File: src/logic/ahb_endpoint_macros.svh
// AHB-Lite endpoint slave shared constants
// Bus widths, address map of the endpoint and status word field positions

`ifndef AHB_ENDPOINT_MACROS_SVH
`define AHB_ENDPOINT_MACROS_SVH

// ******************************
// Bus widths
`define AHB_ADDR_W 7
`define AHB_DATA_W 32

// ******************************
// Address map
// Data buffer window starts at zero
`define EP_BUF_TOP      7'h3F
// Status word covers four bytes from here
`define EP_STATUS_BASE  7'h40
`define EP_TX_SIZE_ADDR 7'h48

// Occupancy and transfer size width
`define EP_OCC_W 7

// Status word bits
`define EP_ST_RX_READY_BIT  0
`define EP_ST_RX_ACTIVE_BIT 1
`define EP_ST_TX_ACTIVE_BIT 2
`define EP_ST_RX_ERR_BIT    8
`define EP_ST_TX_ERR_BIT    9
// Buffer occupancy field, EP_OCC_W bits wide
`define EP_ST_OCC_LSB       16

`endif

File: src/logic/ahb_endpoint_pkg.sv
// AHB-Lite endpoint slave package
// Transfer codes, sizes and the decoded data-phase target

`include "ahb_endpoint_macros.svh"

package ahb_endpoint_pkg;

  // HTRANS encoding
  typedef enum logic [1:0] {
    HTRANS_IDLE = 2'd0,
    // Treated like IDLE by this slave
    HTRANS_BUSY = 2'd1,
    HTRANS_NSEQ = 2'd2,
    HTRANS_SEQ  = 2'd3
  } htrans_t;

  // HSIZE, low two bits only
  typedef enum logic [1:0] {
    SIZE_BYTE  = 2'd0,
    SIZE_HALF  = 2'd1,
    SIZE_WORD  = 2'd2,
    // Wider than the bus, always answered with an error
    SIZE_DWORD = 2'd3
  } hsize_t;

  // Target of the pending data phase
  typedef enum logic [2:0] {
    REGION_NONE    = 3'd0,
    REGION_BUFFER  = 3'd1,
    REGION_STATUS  = 3'd2,
    REGION_TX_SIZE = 3'd3,
    REGION_ERROR   = 3'd4
  } region_t;

  // Last byte address of the status word
  localparam logic [`AHB_ADDR_W-1:0] STATUS_TOP = `EP_STATUS_BASE + 7'd3;

endpackage

File: src/logic/ahb_addr_phase.sv
// AHB-Lite address phase sampler
// Accepts NSEQ/SEQ beats, decodes the target region and the error cases,
// and holds write, size and byte offset for the data phase

`timescale 1ns/100ps

`include "ahb_endpoint_macros.svh"

module ahb_addr_phase (
  input  logic                     tb_clk,
  input  logic                     reset_i,
  input  logic                     hsel_i,
  input  logic [`AHB_ADDR_W-1:0]   haddr_i,
  input  ahb_endpoint_pkg::htrans_t htrans_i,
  input  ahb_endpoint_pkg::hsize_t  hsize_i,
  input  logic                     hwrite_i,
  input  logic                     hready_i,
  output ahb_endpoint_pkg::region_t dp_region_o,
  output logic                     dp_write_o,
  output ahb_endpoint_pkg::hsize_t  dp_size_o,
  output logic [1:0]               dp_offset_o
);

  import ahb_endpoint_pkg::*;

  logic    accept;
  logic    misaligned;
  region_t addr_region;

  // Address phase taken only on active beats, BUSY counts as idle
  assign accept = hready_i && hsel_i &&
                  ((htrans_i == HTRANS_NSEQ) || (htrans_i == HTRANS_SEQ));

  // ******************************
  // Region decode
  always_comb begin
    // Halfword needs bit 0 clear, word needs both low bits clear
    case (hsize_i)
      SIZE_HALF: misaligned = haddr_i[0];
      SIZE_WORD: misaligned = |haddr_i[1:0];
      default:   misaligned = 1'b0;
    endcase

    // Anything outside the map is an error
    addr_region = REGION_ERROR;
    if (haddr_i <= `EP_BUF_TOP) begin
      addr_region = REGION_BUFFER;
    end else if ((haddr_i >= `EP_STATUS_BASE) && (haddr_i <= STATUS_TOP)) begin
      // Status block is read only
      addr_region = hwrite_i ? REGION_ERROR : REGION_STATUS;
    end else if (haddr_i == `EP_TX_SIZE_ADDR) begin
      addr_region = REGION_TX_SIZE;
    end

    // 64-bit and misaligned beats override the map
    if ((hsize_i == SIZE_DWORD) || misaligned) begin
      addr_region = REGION_ERROR;
    end
  end

  // ******************************
  // Data phase context
  always_ff @(posedge tb_clk) begin
    if (reset_i) begin
      dp_region_o <= REGION_NONE;
      dp_write_o  <= 1'b0;
      dp_size_o   <= SIZE_BYTE;
      dp_offset_o <= 2'b00;
    end else if (hready_i) begin
      if (accept) begin
        dp_region_o <= addr_region;
        dp_write_o  <= hwrite_i;
        dp_size_o   <= hsize_i;
        dp_offset_o <= haddr_i[1:0];
      end else begin
        // Idle slot, nothing pending next cycle
        dp_region_o <= REGION_NONE;
        dp_write_o  <= 1'b0;
      end
    end
    // Stalled data phase keeps its context
  end

  // Aligned word read of the status base must reach the status block
  a_status_read_ok : assert property (
    @(posedge tb_clk) disable iff (reset_i)
    (accept && !hwrite_i && (hsize_i == SIZE_WORD) && (haddr_i == `EP_STATUS_BASE))
      |=> (dp_region_o == REGION_STATUS)
  );

endmodule

File: src/logic/ahb_resp_ctrl.sv
// AHB-Lite response generator
// Answers good data phases OKAY with no wait states and runs the
// two-cycle ERROR response for erroneous ones

`timescale 1ns/100ps

module ahb_resp_ctrl (
  input  logic                      tb_clk,
  input  logic                      reset_i,
  input  ahb_endpoint_pkg::region_t dp_region_i,
  output logic                      hready_o,
  output logic                      hresp_o
);

  import ahb_endpoint_pkg::*;

  typedef enum logic [1:0] {
    RESP_OKAY       = 2'd0,
    RESP_ERR_FIRST  = 2'd1,
    RESP_ERR_SECOND = 2'd2
  } resp_state_t;

  resp_state_t state_q;
  resp_state_t resp_state;

  // First error cycle is the one where the error region appears,
  // so it is seen directly rather than waiting for a register
  assign resp_state = ((state_q == RESP_OKAY) && (dp_region_i == REGION_ERROR)) ?
                      RESP_ERR_FIRST : state_q;

  always_ff @(posedge tb_clk) begin
    if (reset_i) begin
      state_q <= RESP_OKAY;
    end else begin
      case (resp_state)
        RESP_ERR_FIRST:  state_q <= RESP_ERR_SECOND;
        // Region moves on at this edge
        default:         state_q <= RESP_OKAY;
      endcase
    end
  end

  // Wait only in the first error cycle, flag error in both
  assign hready_o = (resp_state != RESP_ERR_FIRST);
  assign hresp_o  = (resp_state != RESP_OKAY);

  // Second error cycle always follows the first
  a_err_second : assert property (
    @(posedge tb_clk) disable iff (reset_i)
    (resp_state == RESP_ERR_FIRST) |=> (hready_o && hresp_o)
  );

  // ERROR must start with a wait cycle
  a_err_start_wait : assert property (
    @(posedge tb_clk) disable iff (reset_i)
    $rose(hresp_o) |-> !hready_o
  );

endmodule

File: src/logic/endpoint_regs.sv
// Endpoint side of the AHB-Lite slave
// Transfer size register with buffer reservation, buffer store and
// fetch strobes, and the read data mux for buffer, status and size

`timescale 1ns/100ps

`include "ahb_endpoint_macros.svh"

module endpoint_regs (
  input  logic                      tb_clk,
  input  logic                      reset_i,
  input  ahb_endpoint_pkg::region_t dp_region_i,
  input  logic                      dp_write_i,
  input  ahb_endpoint_pkg::hsize_t  dp_size_i,
  input  logic [1:0]                dp_offset_i,
  input  logic                      hready_i,
  input  logic [`AHB_DATA_W-1:0]    hwdata_i,
  input  logic                      rx_data_ready_i,
  input  logic                      rx_transfer_active_i,
  input  logic                      tx_transfer_active_i,
  input  logic                      rx_error_i,
  input  logic                      tx_error_i,
  input  logic [`EP_OCC_W-1:0]      buffer_occupancy_i,
  input  logic [`AHB_DATA_W-1:0]    rx_data_i,
  output logic [`AHB_DATA_W-1:0]    hrdata_o,
  output logic                      store_tx_data_o,
  output logic [`AHB_DATA_W-1:0]    tx_data_o,
  output logic [1:0]                data_size_o,
  output logic                      get_rx_data_o,
  output logic                      buffer_reserved_o,
  output logic [`EP_OCC_W-1:0]      tx_packet_data_size_o
);

  import ahb_endpoint_pkg::*;

  logic [`EP_OCC_W-1:0]   tx_size_q;
  logic                   reserved_q;
  logic                   tx_active_q;
  logic                   tx_end;
  logic                   size_wr;
  logic [4:0]             lane_shift;
  logic [`AHB_DATA_W-1:0] status_word;

  // Byte offset to bit shift
  assign lane_shift = {dp_offset_i, 3'b000};

  // ******************************
  // Buffer strobes, one per completed data phase
  assign store_tx_data_o = (dp_region_i == REGION_BUFFER) && dp_write_i && hready_i;
  assign get_rx_data_o   = (dp_region_i == REGION_BUFFER) && !dp_write_i && hready_i;
  // Buffer takes write data LSB aligned
  assign tx_data_o       = hwdata_i >> lane_shift;
  assign data_size_o     = dp_size_i;

  // ******************************
  // Transfer size register
  // Outgoing transfer ends on the falling edge of tx active
  assign tx_end  = tx_active_q && !tx_transfer_active_i;
  assign size_wr = (dp_region_i == REGION_TX_SIZE) && dp_write_i && hready_i;

  always_ff @(posedge tb_clk) begin
    if (reset_i) begin
      tx_active_q <= 1'b0;
      tx_size_q   <= '0;
      reserved_q  <= 1'b0;
    end else begin
      tx_active_q <= tx_transfer_active_i;
      if (tx_end) begin
        // End of transfer wins over a write in the same cycle
        tx_size_q  <= '0;
        reserved_q <= 1'b0;
      end else if (size_wr) begin
        // Register sits on byte lane 0
        tx_size_q  <= hwdata_i[`EP_OCC_W-1:0];
        reserved_q <= |hwdata_i[`EP_OCC_W-1:0];
      end
    end
  end

  assign buffer_reserved_o     = reserved_q;
  assign tx_packet_data_size_o = tx_size_q;

  // ******************************
  // Read data
  always_comb begin
    status_word = '0;
    status_word[`EP_ST_RX_READY_BIT]  = rx_data_ready_i;
    status_word[`EP_ST_RX_ACTIVE_BIT] = rx_transfer_active_i;
    status_word[`EP_ST_TX_ACTIVE_BIT] = tx_transfer_active_i;
    status_word[`EP_ST_RX_ERR_BIT]    = rx_error_i;
    status_word[`EP_ST_TX_ERR_BIT]    = tx_error_i;
    status_word[`EP_ST_OCC_LSB +: `EP_OCC_W] = buffer_occupancy_i;
  end

  always_comb begin
    case (dp_region_i)
      // Buffer word comes LSB aligned, move it onto its lanes
      REGION_BUFFER:  hrdata_o = rx_data_i << lane_shift;
      REGION_STATUS:  hrdata_o = status_word;
      REGION_TX_SIZE: hrdata_o = {{(`AHB_DATA_W-`EP_OCC_W){1'b0}}, tx_size_q};
      default:        hrdata_o = '0;
    endcase
  end

  // Store and fetch never overlap
  a_strobe_excl : assert property (
    @(posedge tb_clk) disable iff (reset_i)
    store_tx_data_o |-> !get_rx_data_o
  );

endmodule

File: src/logic/ahb_endpoint_slave.sv
// AHB-Lite slave for a USB endpoint
// Top level joining the address phase sampler, the response generator
// and the endpoint registers

`timescale 1ns/100ps

`include "ahb_endpoint_macros.svh"

module ahb_endpoint_slave (
  input  logic                      tb_clk,
  input  logic                      reset_i,
  // AHB from the master
  input  logic                      hsel_i,
  input  logic [`AHB_ADDR_W-1:0]    haddr_i,
  input  ahb_endpoint_pkg::htrans_t htrans_i,
  input  ahb_endpoint_pkg::hsize_t  hsize_i,
  input  logic                      hwrite_i,
  input  logic [`AHB_DATA_W-1:0]    hwdata_i,
  // AHB to the master
  output logic [`AHB_DATA_W-1:0]    hrdata_o,
  output logic                      hready_o,
  output logic                      hresp_o,
  // Endpoint status
  input  logic                      rx_data_ready_i,
  input  logic                      rx_transfer_active_i,
  input  logic                      tx_transfer_active_i,
  input  logic                      rx_error_i,
  input  logic                      tx_error_i,
  input  logic [`EP_OCC_W-1:0]      buffer_occupancy_i,
  input  logic [`AHB_DATA_W-1:0]    rx_data_i,
  // Endpoint controls
  output logic                      store_tx_data_o,
  output logic [`AHB_DATA_W-1:0]    tx_data_o,
  output logic [1:0]                data_size_o,
  output logic                      get_rx_data_o,
  output logic                      buffer_reserved_o,
  output logic [`EP_OCC_W-1:0]      tx_packet_data_size_o
);

  import ahb_endpoint_pkg::*;

  // Data phase context
  region_t    dp_region;
  logic       dp_write;
  hsize_t     dp_size;
  logic [1:0] dp_offset;

  ahb_addr_phase addr_phase_i (
    .tb_clk      (tb_clk),
    .reset_i     (reset_i),
    .hsel_i      (hsel_i),
    .haddr_i     (haddr_i),
    .htrans_i    (htrans_i),
    .hsize_i     (hsize_i),
    .hwrite_i    (hwrite_i),
    .hready_i    (hready_o),
    .dp_region_o (dp_region),
    .dp_write_o  (dp_write),
    .dp_size_o   (dp_size),
    .dp_offset_o (dp_offset)
  );

  // Drives HREADY for the bus and for both other blocks
  ahb_resp_ctrl resp_ctrl_i (
    .tb_clk      (tb_clk),
    .reset_i     (reset_i),
    .dp_region_i (dp_region),
    .hready_o    (hready_o),
    .hresp_o     (hresp_o)
  );

  endpoint_regs regs_i (
    .tb_clk                (tb_clk),
    .reset_i               (reset_i),
    .dp_region_i           (dp_region),
    .dp_write_i            (dp_write),
    .dp_size_i             (dp_size),
    .dp_offset_i           (dp_offset),
    .hready_i              (hready_o),
    .hwdata_i              (hwdata_i),
    .rx_data_ready_i       (rx_data_ready_i),
    .rx_transfer_active_i  (rx_transfer_active_i),
    .tx_transfer_active_i  (tx_transfer_active_i),
    .rx_error_i            (rx_error_i),
    .tx_error_i            (tx_error_i),
    .buffer_occupancy_i    (buffer_occupancy_i),
    .rx_data_i             (rx_data_i),
    .hrdata_o              (hrdata_o),
    .store_tx_data_o       (store_tx_data_o),
    .tx_data_o             (tx_data_o),
    .data_size_o           (data_size_o),
    .get_rx_data_o         (get_rx_data_o),
    .buffer_reserved_o     (buffer_reserved_o),
    .tx_packet_data_size_o (tx_packet_data_size_o)
  );

endmodule

File: config.mk
export PLATFORM = sky130hd
export DESIGN_NAME = ahb_endpoint_slave
export DESIGN_NICKNAME = d
export VERILOG_FILES = /design/src/logic/ahb_endpoint_pkg.sv /design/src/logic/ahb_addr_phase.sv /design/src/logic/ahb_resp_ctrl.sv /design/src/logic/endpoint_regs.sv /design/src/logic/ahb_endpoint_slave.sv
export VERILOG_INCLUDE_DIRS = /design/src /design/src/logic
export SDC_FILE = /design/constraint.sdc
export NUM_CORES = 1
export LEC_CHECK = 0
export BUFFER_PORTS_ARGS = -buffer_cell sky130_fd_sc_hd__buf_2
export CAP_MARGIN = 40
export CORE_AREA = 2 2 76 78
export CTS_CLUSTER_DIAMETER = 100
export DETAILED_ROUTE_END_ITERATION = 8
export DIE_AREA = 0 0 78 80
export PLACE_DENSITY = 0.91
export SYNTH_ARGS = -nofsm -noshare
export SYNTH_HDL_FRONTEND = slang
export SYNTH_SLANG_ARGS = --single-unit
File: constraint.sdc
create_clock -name tb_clk -period 1.75 [get_ports tb_clk]
set_input_delay 0.175 -clock tb_clk [delete_from_list [all_inputs] [get_ports tb_clk]]
set_output_delay 0.175 -clock tb_clk [all_outputs]
set_load 0.05 [all_outputs]
# Yosys cells after proc, flatten, opt, wreduce, memory -nomap -nowiden
# Cells that the tools add are included.
# op_classes
muxes	11
n_div	0
n_lt_le_gt_ge	3
shift	2
n_bitwise	0
n_addsub	0
eq_ne	12
mul	0
n_reduce_logical	21
# op_table
op	n
$pmux W32 S3	1
$shl A32 B5 Y32	1
$shr A32 B5 Y32	1
$mux W3	6
$logic_and A1 B1 Y1	11
$eq A2 B2 Y1 const B	4
$eq A7 B7 Y1 const B	1
$ge A7 B7 Y1 const B	1
$le A7 B6 Y1 const B	1
$le A7 B7 Y1 const B	1
$reduce_or A7 Y1	1
$eq A3 B2 Y1 const B	2
$eq A2 B1 Y1 const B	2
$mux W2	2
$reduce_or A2 Y1	2
$eq A3 B1 Y1 const B	1
$eq A3 B3 Y1 const B	1
$logic_not A1 Y1	2
$logic_not A2 Y1	1
$logic_or A1 B1 Y1	2
$ne A2 B1 Y1 const B	1
$pmux W1 S2	1
$reduce_and A2 Y1	1
$reduce_bool A2 Y1	1
$mux W1	1
# word_totals
reg_bits	19
ramBits	0
latch_bits	0
mem_count	0
input_bits	91
romBits	0
wordCells	57
out_inout_bits	78

# Logic depth before layout (Yosys ltp)
# Gate-level depths: netlist of run 1.
# logic_depth
ltp_word	7
depth_mapped	6
depth_no_buf	5

# By module
# A second synthesis of run 1 with hierarchy kept.
# unflattened
hier_cells	283
hier_area_um2	2108.3
# modules_own_cells
mod	area_each_um2	instances	cells_each
endpoint_regs	1639.1	1	228
ahb_addr_phase	417.9	1	50
ahb_resp_ctrl	51.3	1	5

# Least setup slack after synthesis of run 1
# OpenSTA, ideal clock, no wires.
# synth_path
path_kind	register -> output
from	reg addr_phase_i.dp_region_o[0]
to	out hrdata_o[24]
path_stages_with_launch	5
slack_ns	-0.696
arrival_ns	2.271
cell_sequence	dfxtp_1 -> or3b_1 -> buf_6 -> buf_2 -> a211oi_1
# synth_via
elab_chain_cells	2
# synth_rtl
item	line_no	rtl
from (decl)	ahb_addr_phase.sv:18	output ahb_endpoint_pkg::region_t dp_region_o,
from (signal assigned)	ahb_addr_phase.sv:71	dp_region_o <= addr_region;
$eq A3 B2 Y1 or $eq A3 B1 Y1 (tied branches)	endpoint_regs.sv:96	case (dp_region_i)
$pmux W32 S3 *	endpoint_regs.sv:96	
to (decl)	ahb_endpoint_slave.sv:20	output logic [`AHB_DATA_W-1:0] hrdata_o,
# Mark *: on every way between the ends. The rest lies on a longest branch, timed or not.

# Worst setup path after layout of run 1
# layout_path
from	reg addr_phase_i.dp_region_o[1]
to	out hrdata_o[9]
# Same word-level chain as after synthesis.

==> metrics.md, run 1 <==
| Metric | Value |
|---|---|
| Worst path required time | `1.57 ns` |
| Total Wirelength | `9180 um` |
| Initial antenna violation count | `0` |
| Initial Util | `37.6%` |
| DP Wirelength | `6450 um` |
| DRC viols | `0` |
| Routed Antenna Nets | `0` |
| Final instance area | `0.00386 mm2` |
| Largest net degree at the start of global routing | `37` |
| Synth unique cells | `37` |
| Most common cell after layout, fill and taps aside | `buf_2` |
| Clock slew at reported path FFs | `0.07 ns` |
| Worst vdd ir | `0.537 mV` |
| WL/cell | `17.3 um` |
| Startpoint Class | `register` |
| Final Max Slew Viols | `0` |
| First-pass GRT wire length | `12300 um` |
| Setup violators final | `30` |
| Synth Cell Area | `0.00203 mm2` |
| Clock sink total | `18` |
| Max Cap Viol | `0` |
| Rows | `27` |
| Placer Congestion | `0.803` |
| Share of layout cells above drive strength 1 | `59.6%` |
| CP max FO | `4` |
| Setup Skew | `0.00309 ns` |
| Failing checks | `negative setup slack` |
| Main synth FF type | `dfxtp_1` |
| Fmax | `0.521 GHz` |
| Worst setup EP type | `primary output` |
| Critical path buffer and inverter count | `2` |
| Die Wd | `78 um` |
| Hold buffers post-CTS | `0` |
| Core Box Area | `0.00541 mm2` |
| Final min period | `1.92 ns` |
| Number of synthesis warnings | `0` |
| Slowest CP cell | `or3b_4` |
| DIE AREA | `0.00624 mm2` |
| Post-Syn Instances | `284` |
| ANT cells | `0` |
| Via/cell ratio | `5.52` |
| Total GRT Usage | `24.5%` |
| Critical path cell sequence | `or3b_4 -> or2_4 -> buf_6 -> o21ai_4 -> buf_6` |
| Cell family with most CP delay | `simple AND/OR/NAND/NOR gates` |
| RSZ-0062 raised after global routing | `yes` |
| Fillers | `418` |
| Most frequent cells in the layout | `132 x buf_2, 35 x nand2_1, 32 x buf_6` |
| Die H | `80 um` |
| Vias in the first global route | `2617` |
| Clock buffer count from CTS | `3` |
| Post-place setup slack | `-0.0728 ns` |
| Critical Path Most Common Cell | `buf_6` |
| Synth area leader | `dfxtp_1` |
| Number of flops mapped to enable cells by yosys | `0` |
| Max_slew headroom | `75.2%` |
| Power density cells | `465 mW/mm2` |
| H-tree depth | `1` |
| Grt ovf | `0` |
| Number of synthesized register bits | `18` |
| Routed vias | `2923` |
| Critical path class | `register to primary output` |
| Port buffer count | `167` |
| Crit share post-route | `110%` |
| Clk buf depth | `2` |
| Root Driver | `clkbuf_8` |
| Crit-path max cell delay | `0.43 ns` |
| # IOs | `169` |
| Syn avg cell area | `7.16 um2` |
| Clk_lat worst skew | `0.26 ns` |
| CTS tree | `done` |
| Area Overhead vs Synth | `89.9%` |
| Fin. Hold Viols | `0` |
| Mapped Nets | `378` |
| Setup WS post-layout | `-0.168 ns` |
| Register area share after synthesis | `17.7%` |
| Worst-margin pin slew | `0.362 ns` |
| Arrival @ worst endpoint | `1.74 ns` |
| Nets | `553` |
| Async SR Flop Fraction | `0%` |
| Area after DPL | `0.00321 mm2` |
| Status | `complete, but fails checks` |
| Initial DRC Count | `100` |
| Leakage power | `1.69 nW` |
| DRT Pass-1 Iters | `4` |
| Top cell type's share of synthesized area | `17.7%` |
| Synth top area cells | `dfxtp_1 18%, mux2i_1 16%, a211oi_1 8.9%, nand2_1 6.5%, a21oi_1 5.4%` |
| Worst hold path type | `input port to register` |
power by group:
group,internal (mW),leakage [nW],switching (mW)
clock network,0.200,0.0288,0.137
registers,0.419,0.149,0.0110
logic,0.359,1.52,0.668
total,0.979,1.69,0.816
cells in the mapped netlist (2+ instances only):
cell       instances
nor2_1            24
buf_6              2
buf_1              2
and2_1            10
ha_1               3
nand3_1            5
a21oi_1           22
nor3_1             2
nor3b_1            2
nand2_1           35
inv_1              6
nor4_1             3
nor2b_1           17
mux2i_1           32
a211oi_1          24
o22ai_1            2
a22o_1             7
o21ai_0           22
a21o_1             5
dfxtp_1           18
a2bb2oi_1          8
clkbuf_1           9
buf_2             10
metal layers:
layer,global-route usage [%],share of wire (%)
met3,2.83,6.3
met5,0,0
met1,28.2,40
met2,47.2,52
met4,7.02,1.8
per-stage QoR:
stage | utilization [%] | hold WS (ns) | total power [mW] | setup TNS (ns) | instances
2_1_floorplan | - | 0.310 | 1.06 | -3.16 | 284
3_3_place_gp | 59.4 | 0.440 | 1.33 | -0.000903 | 521
3_5_place_dp | 59.4 | 0.444 | 1.35 | -0.0922 | 521
4_1_cts | 65.6 | 0.179 | 1.71 | -2.19 | 526
5_1_grt | 71.4 | 0.193 | 1.86 | -3.22 | 530
6_report | 71.4 | 0.176 | 1.79 | -1.84 | 530
final cells by class:
type	instances	area, um2	area share (%)
Clock buffer	4	55.1	1.43
Inverter	7	27.5	0.713
Multi-Input combinational cell	235	1920	49.7
Sequential cell	18	369	9.56
Tap cell	72	90.1	2.33
Timing Repair Buffer	194	1400	36.2
worst reg2reg max path, stage by stage, from the launching register on:
cell and delay (ns):
dfxtp_2 0.32, buf_4 0.15, and4b_1 0.43, nor2_1 0.07
a311oi_1 0.31
registers in the layout, summed over array words and instances, names as in the netlist:
name,count
addr_phase_i.dp_offset_o,2
resp_ctrl_i.state_q,1
regs_i.tx_packet_data_size_o,7
regs_i.tx_active_q,1
addr_phase_i.dp_size_o,2
addr_phase_i.dp_region_o,3
regs_i.buffer_reserved_o,1
addr_phase_i.dp_write_o,1
timing repair:
item	4_1_cts	5_1_grt
cloned	1	2
endpoints found under the setup margin	44	48
resized for setup	79	65
buffers inserted	0	2
pin swaps	10	12
logic make-up (layout without fill, tap and decap cells):
| kind of cell | after synthesis | after routing | synth area share (%) |
|---|---|---|---|
| simple gates | 106 | 106 | 27.0 |
| compound gates | 94 | 94 | 30.5 |
| mux | 32 | 32 | 15.8 |
| buf+inv | 31 | 205 | 7.26 |
| flops | 18 | 18 | 17.7 |
| fa+ha+maj | 3 | 3 | 1.85 |
final timing paths:
check | startpoint | end | slack (ns) | cells past startpoint
worst max-delay path | addr_phase_i.dp_region_o[1] | hrdata_o[9] | -0.17 | 5
worst min-delay path | hwdata_i[6] | regs_i.tx_packet_data_size_o[6] | 0.18 | 3
worst max register to register | addr_phase_i.dp_region_o[2] | regs_i.buffer_reserved_o | 0.36 | 4
worst min register to register | regs_i.tx_packet_data_size_o[0] | regs_i.tx_packet_data_size_o[0] | 0.49 | 2
No activity file was read; power rests on OpenSTA's default activity.
==> run 2: changes to the inputs <==
Settings changed: PLACE_DENSITY 0.91 to 0.92, SYNTH_HIERARCHICAL set to 1.
==> metrics.md, run 2 <==
| Metric | Value |
|---|---|
| Setup violators final | `16` |
| Clock sink total | `18` |
| Setup Skew | `0.00171 ns` |
| Setup tns final | `-0.673 ns` |
| Fmax | `0.543 GHz` |
| Syn avg cell area | `7.45 um2` |
| Critical path class | `register to primary output` |
| Number of flops mapped to enable cells by yosys | `0` |
| Gr busiest metal | `met2` |
| Async SR Flop Fraction | `0%` |
| Area Overhead vs Synth | `82.7%` |
| Routed Antenna Nets | `0` |
| Max Cap Viol | `0` |
| Main synth FF type | `dfxtp_1` |
| Fin. Hold Viols | `0` |
| Core Box Area | `0.00541 mm2` |
| Most frequent cells in the layout | `122 x buf_2, 41 x buf_6, 25 x nand2_1` |
| Top cell type's share of synthesized area | `17.1%` |
| Met2 usage in global routing | `51.7%` |
| Clock buffer count from CTS | `3` |
| Clock slew at reported path FFs | `0.06 ns` |
| Leakage power | `1.65 nW` |
| Finished Layout Cells | `521` |
| Met3 Use GR | `2.49%` |
| Critical path cell sequence | `or3b_4 -> nor3_4 -> a22o_1 -> buf_6` |
| Sequential share of power | `24.4%` |
| First-pass GRT wire length | `13500 um` |
| CP max FO | `5` |
| Status | `complete, but fails checks` |
| RSZ-0062 raised after global routing | `yes` |
| Total Wirelength | `9670 um` |
| Die H | `80 um` |
| Synth top area cells | `dfxtp_1 17%, mux2i_1 15%, a211oi_1 8.5%, a21oi_1 5.2%, nor2b_1 5.0%` |
| Final Max Slew Viols | `0` |
| Worst-margin pin slew | `0.382 ns` |
| Synth area leader | `dfxtp_1` |
| Crit-path max cell delay | `0.43 ns` |
| Via/cell ratio | `5.80` |
| Clk_lat worst skew | `0.25 ns` |
| Worst path required time | `1.57 ns` |
| Clk pwr share | `16.1%` |
| Hold buffers post-CTS | `0` |
| Power density cells | `457 mW/mm2` |
| Fillers | `398` |
| Share of layout cells above drive strength 1 | `59.0%` |
| Cell family with most CP delay | `simple AND/OR/NAND/NOR gates` |
| Synth Cell Area | `0.00211 mm2` |
| Critical path buffer and inverter count | `1` |
| Placer Congestion | `0.830` |
| Die Wd | `78 um` |
| Initial Util | `39.0%` |
| DRT Pass-1 Iters | `4` |
| Final instance area | `0.00385 mm2` |
| Crit share post-route | `105%` |
| DP Cell Count | `512` |
| Startpoint Class | `register` |
| Vias in the first global route | `2793` |
| Comb power frac | `59.5%` |
| H-tree depth | `1` |
| Slowest CP cell | `or3b_4` |
| Initial DRC Count | `198` |
| Final min period | `1.84 ns` |
| Initial antenna violation count | `0` |
| Arrival @ worst endpoint | `1.67 ns` |
| Internal power | `938 uW` |
| Number of synthesized register bits | `18` |
| Synth top cells by count | `32 x mux2i_1, 25 x nand2_1, 24 x a211oi_1` |
| Mapped Nets | `377` |
| Switching Fraction | `46.7%` |
| Rows | `27` |
| Clk buf depth | `2` |
| Synth unique cells | `43` |
| Total GRT Usage | `27.0%` |
| NetSw | `823 uW` |
| # IOs | `169` |
| Area after DPL | `0.00314 mm2` |
| DIE AREA | `0.00624 mm2` |
| Top-count cell post-synth | `mux2i_1` |
| Post-Syn Instances | `283` |
| Routed vias | `3021` |
| CTS tree | `done` |
| Number of synthesis warnings | `6` |
| Setup WS post-layout | `-0.0911 ns` |
| WL/cell | `18.6 um` |
| Port buffer count | `167` |
| Register area share after synthesis | `17.1%` |
| Nets | `545` |
| Worst setup EP type | `primary output` |
| Max_slew headroom | `73.8%` |
| Failing checks | `negative setup slack` |
| Most common cell after layout, fill and taps aside | `buf_2` |
| Worst vdd ir | `0.283 mV` |
| DRC viols | `0` |
| Root Driver | `clkbuf_8` |
| Met1 global-route usage | `31.4%` |
| Grt ovf | `0` |
| DP Wirelength | `6540 um` |
| Max reg flops | `7` |
| ANT cells | `0` |
| Worst hold path type | `input port to register` |
| Largest net degree at the start of global routing | `29` |
[run 2: changes by cell type in the layout (fill, tap and decap cells not counted), sizes merged, moves of 5 or more]
cell     change
a22o         +5
a2bb2oi      -8
buf          -6
nand2       -10
nand3        +6
o2bb2ai      +7
[run 2: cell families after synthesis]
logic type               Yosys count  synth area share [%]
AND/OR/NAND/NOR                  101                  26.2
AO/OA/AOI/OAI                     96                  31.0
buffers and inverters             33                  8.72
multiplexers                      32                  15.2
flip-flops                        18                  17.1
adder cells (fa/ha/maj)            3                  1.78
[run 2: stage by stage]
stage | setup WS, ns | hold slack (ns) | total power [mW] | utilization, %
global placement | 0.117 | 0.432 | 1.30 | 58.0
finish | -0.0911 | 0.182 | 1.76 | 71.3
CTS | -0.0385 | 0.175 | 1.64 | 63.8
detailed placement | 0.0810 | 0.437 | 1.32 | 58.0
global route | -0.118 | 0.187 | 1.83 | 71.3
floorplan | -0.356 | 0.242 | 1.05 | -
[run 2: worst paths after layout]
path / start / endpoint / slack [ns] / cells after the start
worst max register to register: addr_phase_i/dp_region_o[0] / regs_i/buffer_reserved_o / 0.06 / 3
worst min-delay path: hwrite_i / addr_phase_i/dp_write_o / 0.18 / 3
worst min register to register: addr_phase_i/dp_size_o[1] / addr_phase_i/dp_size_o[1] / 0.45 / 2
worst max-delay path: addr_phase_i/dp_region_o[1] / hrdata_o[4] / -0.09 / 4
[run 2: worst reg2reg max path, cell delays in order, from the launching register on]
cell	delay [ns]
dfxtp_4	0.36
or4b_4	0.58
and2_1	0.29
a311oi_1	0.35
[run 2: what timing repair did]
action / in CTS / in global routing
gates cloned: 2 / 3
resized for setup: 69 / 97
endpoints found under the setup margin: 41 / 58
pin swaps: 3 / 14
setup buffers: 0 / 2
[run 2: per-layer routing]
metal  wire length [um]  up-vias
li1                   -     1375
met1               3710     1422
met5                  0        -
met4                263        0
met2               5090      192
met3                616       32
[run 2: cell type report]
cell class / instances / area (um2) / share of cell area (%)
Clock buffer: 3 / 41.3 / 1.07
Inverter: 6 / 22.5 / 0.585
Multi-Input combinational cell: 232 / 1940 / 50.3
Sequential cell: 18 / 374 / 9.71
Tap cell: 72 / 90.1 / 2.34
Timing Repair Buffer: 190 / 1390 / 36.0
[run 2: power by group through the flow]
stage	sequential (mW)	combinational (mW)	clock (mW)
final	0.429	1.05	0.284
after global routing	0.430	1.09	0.305
after CTS	0.429	0.929	0.287
after detailed placement	0.436	0.881	0
after global placement	0.435	0.860	0
after floorplan	0.435	0.613	0
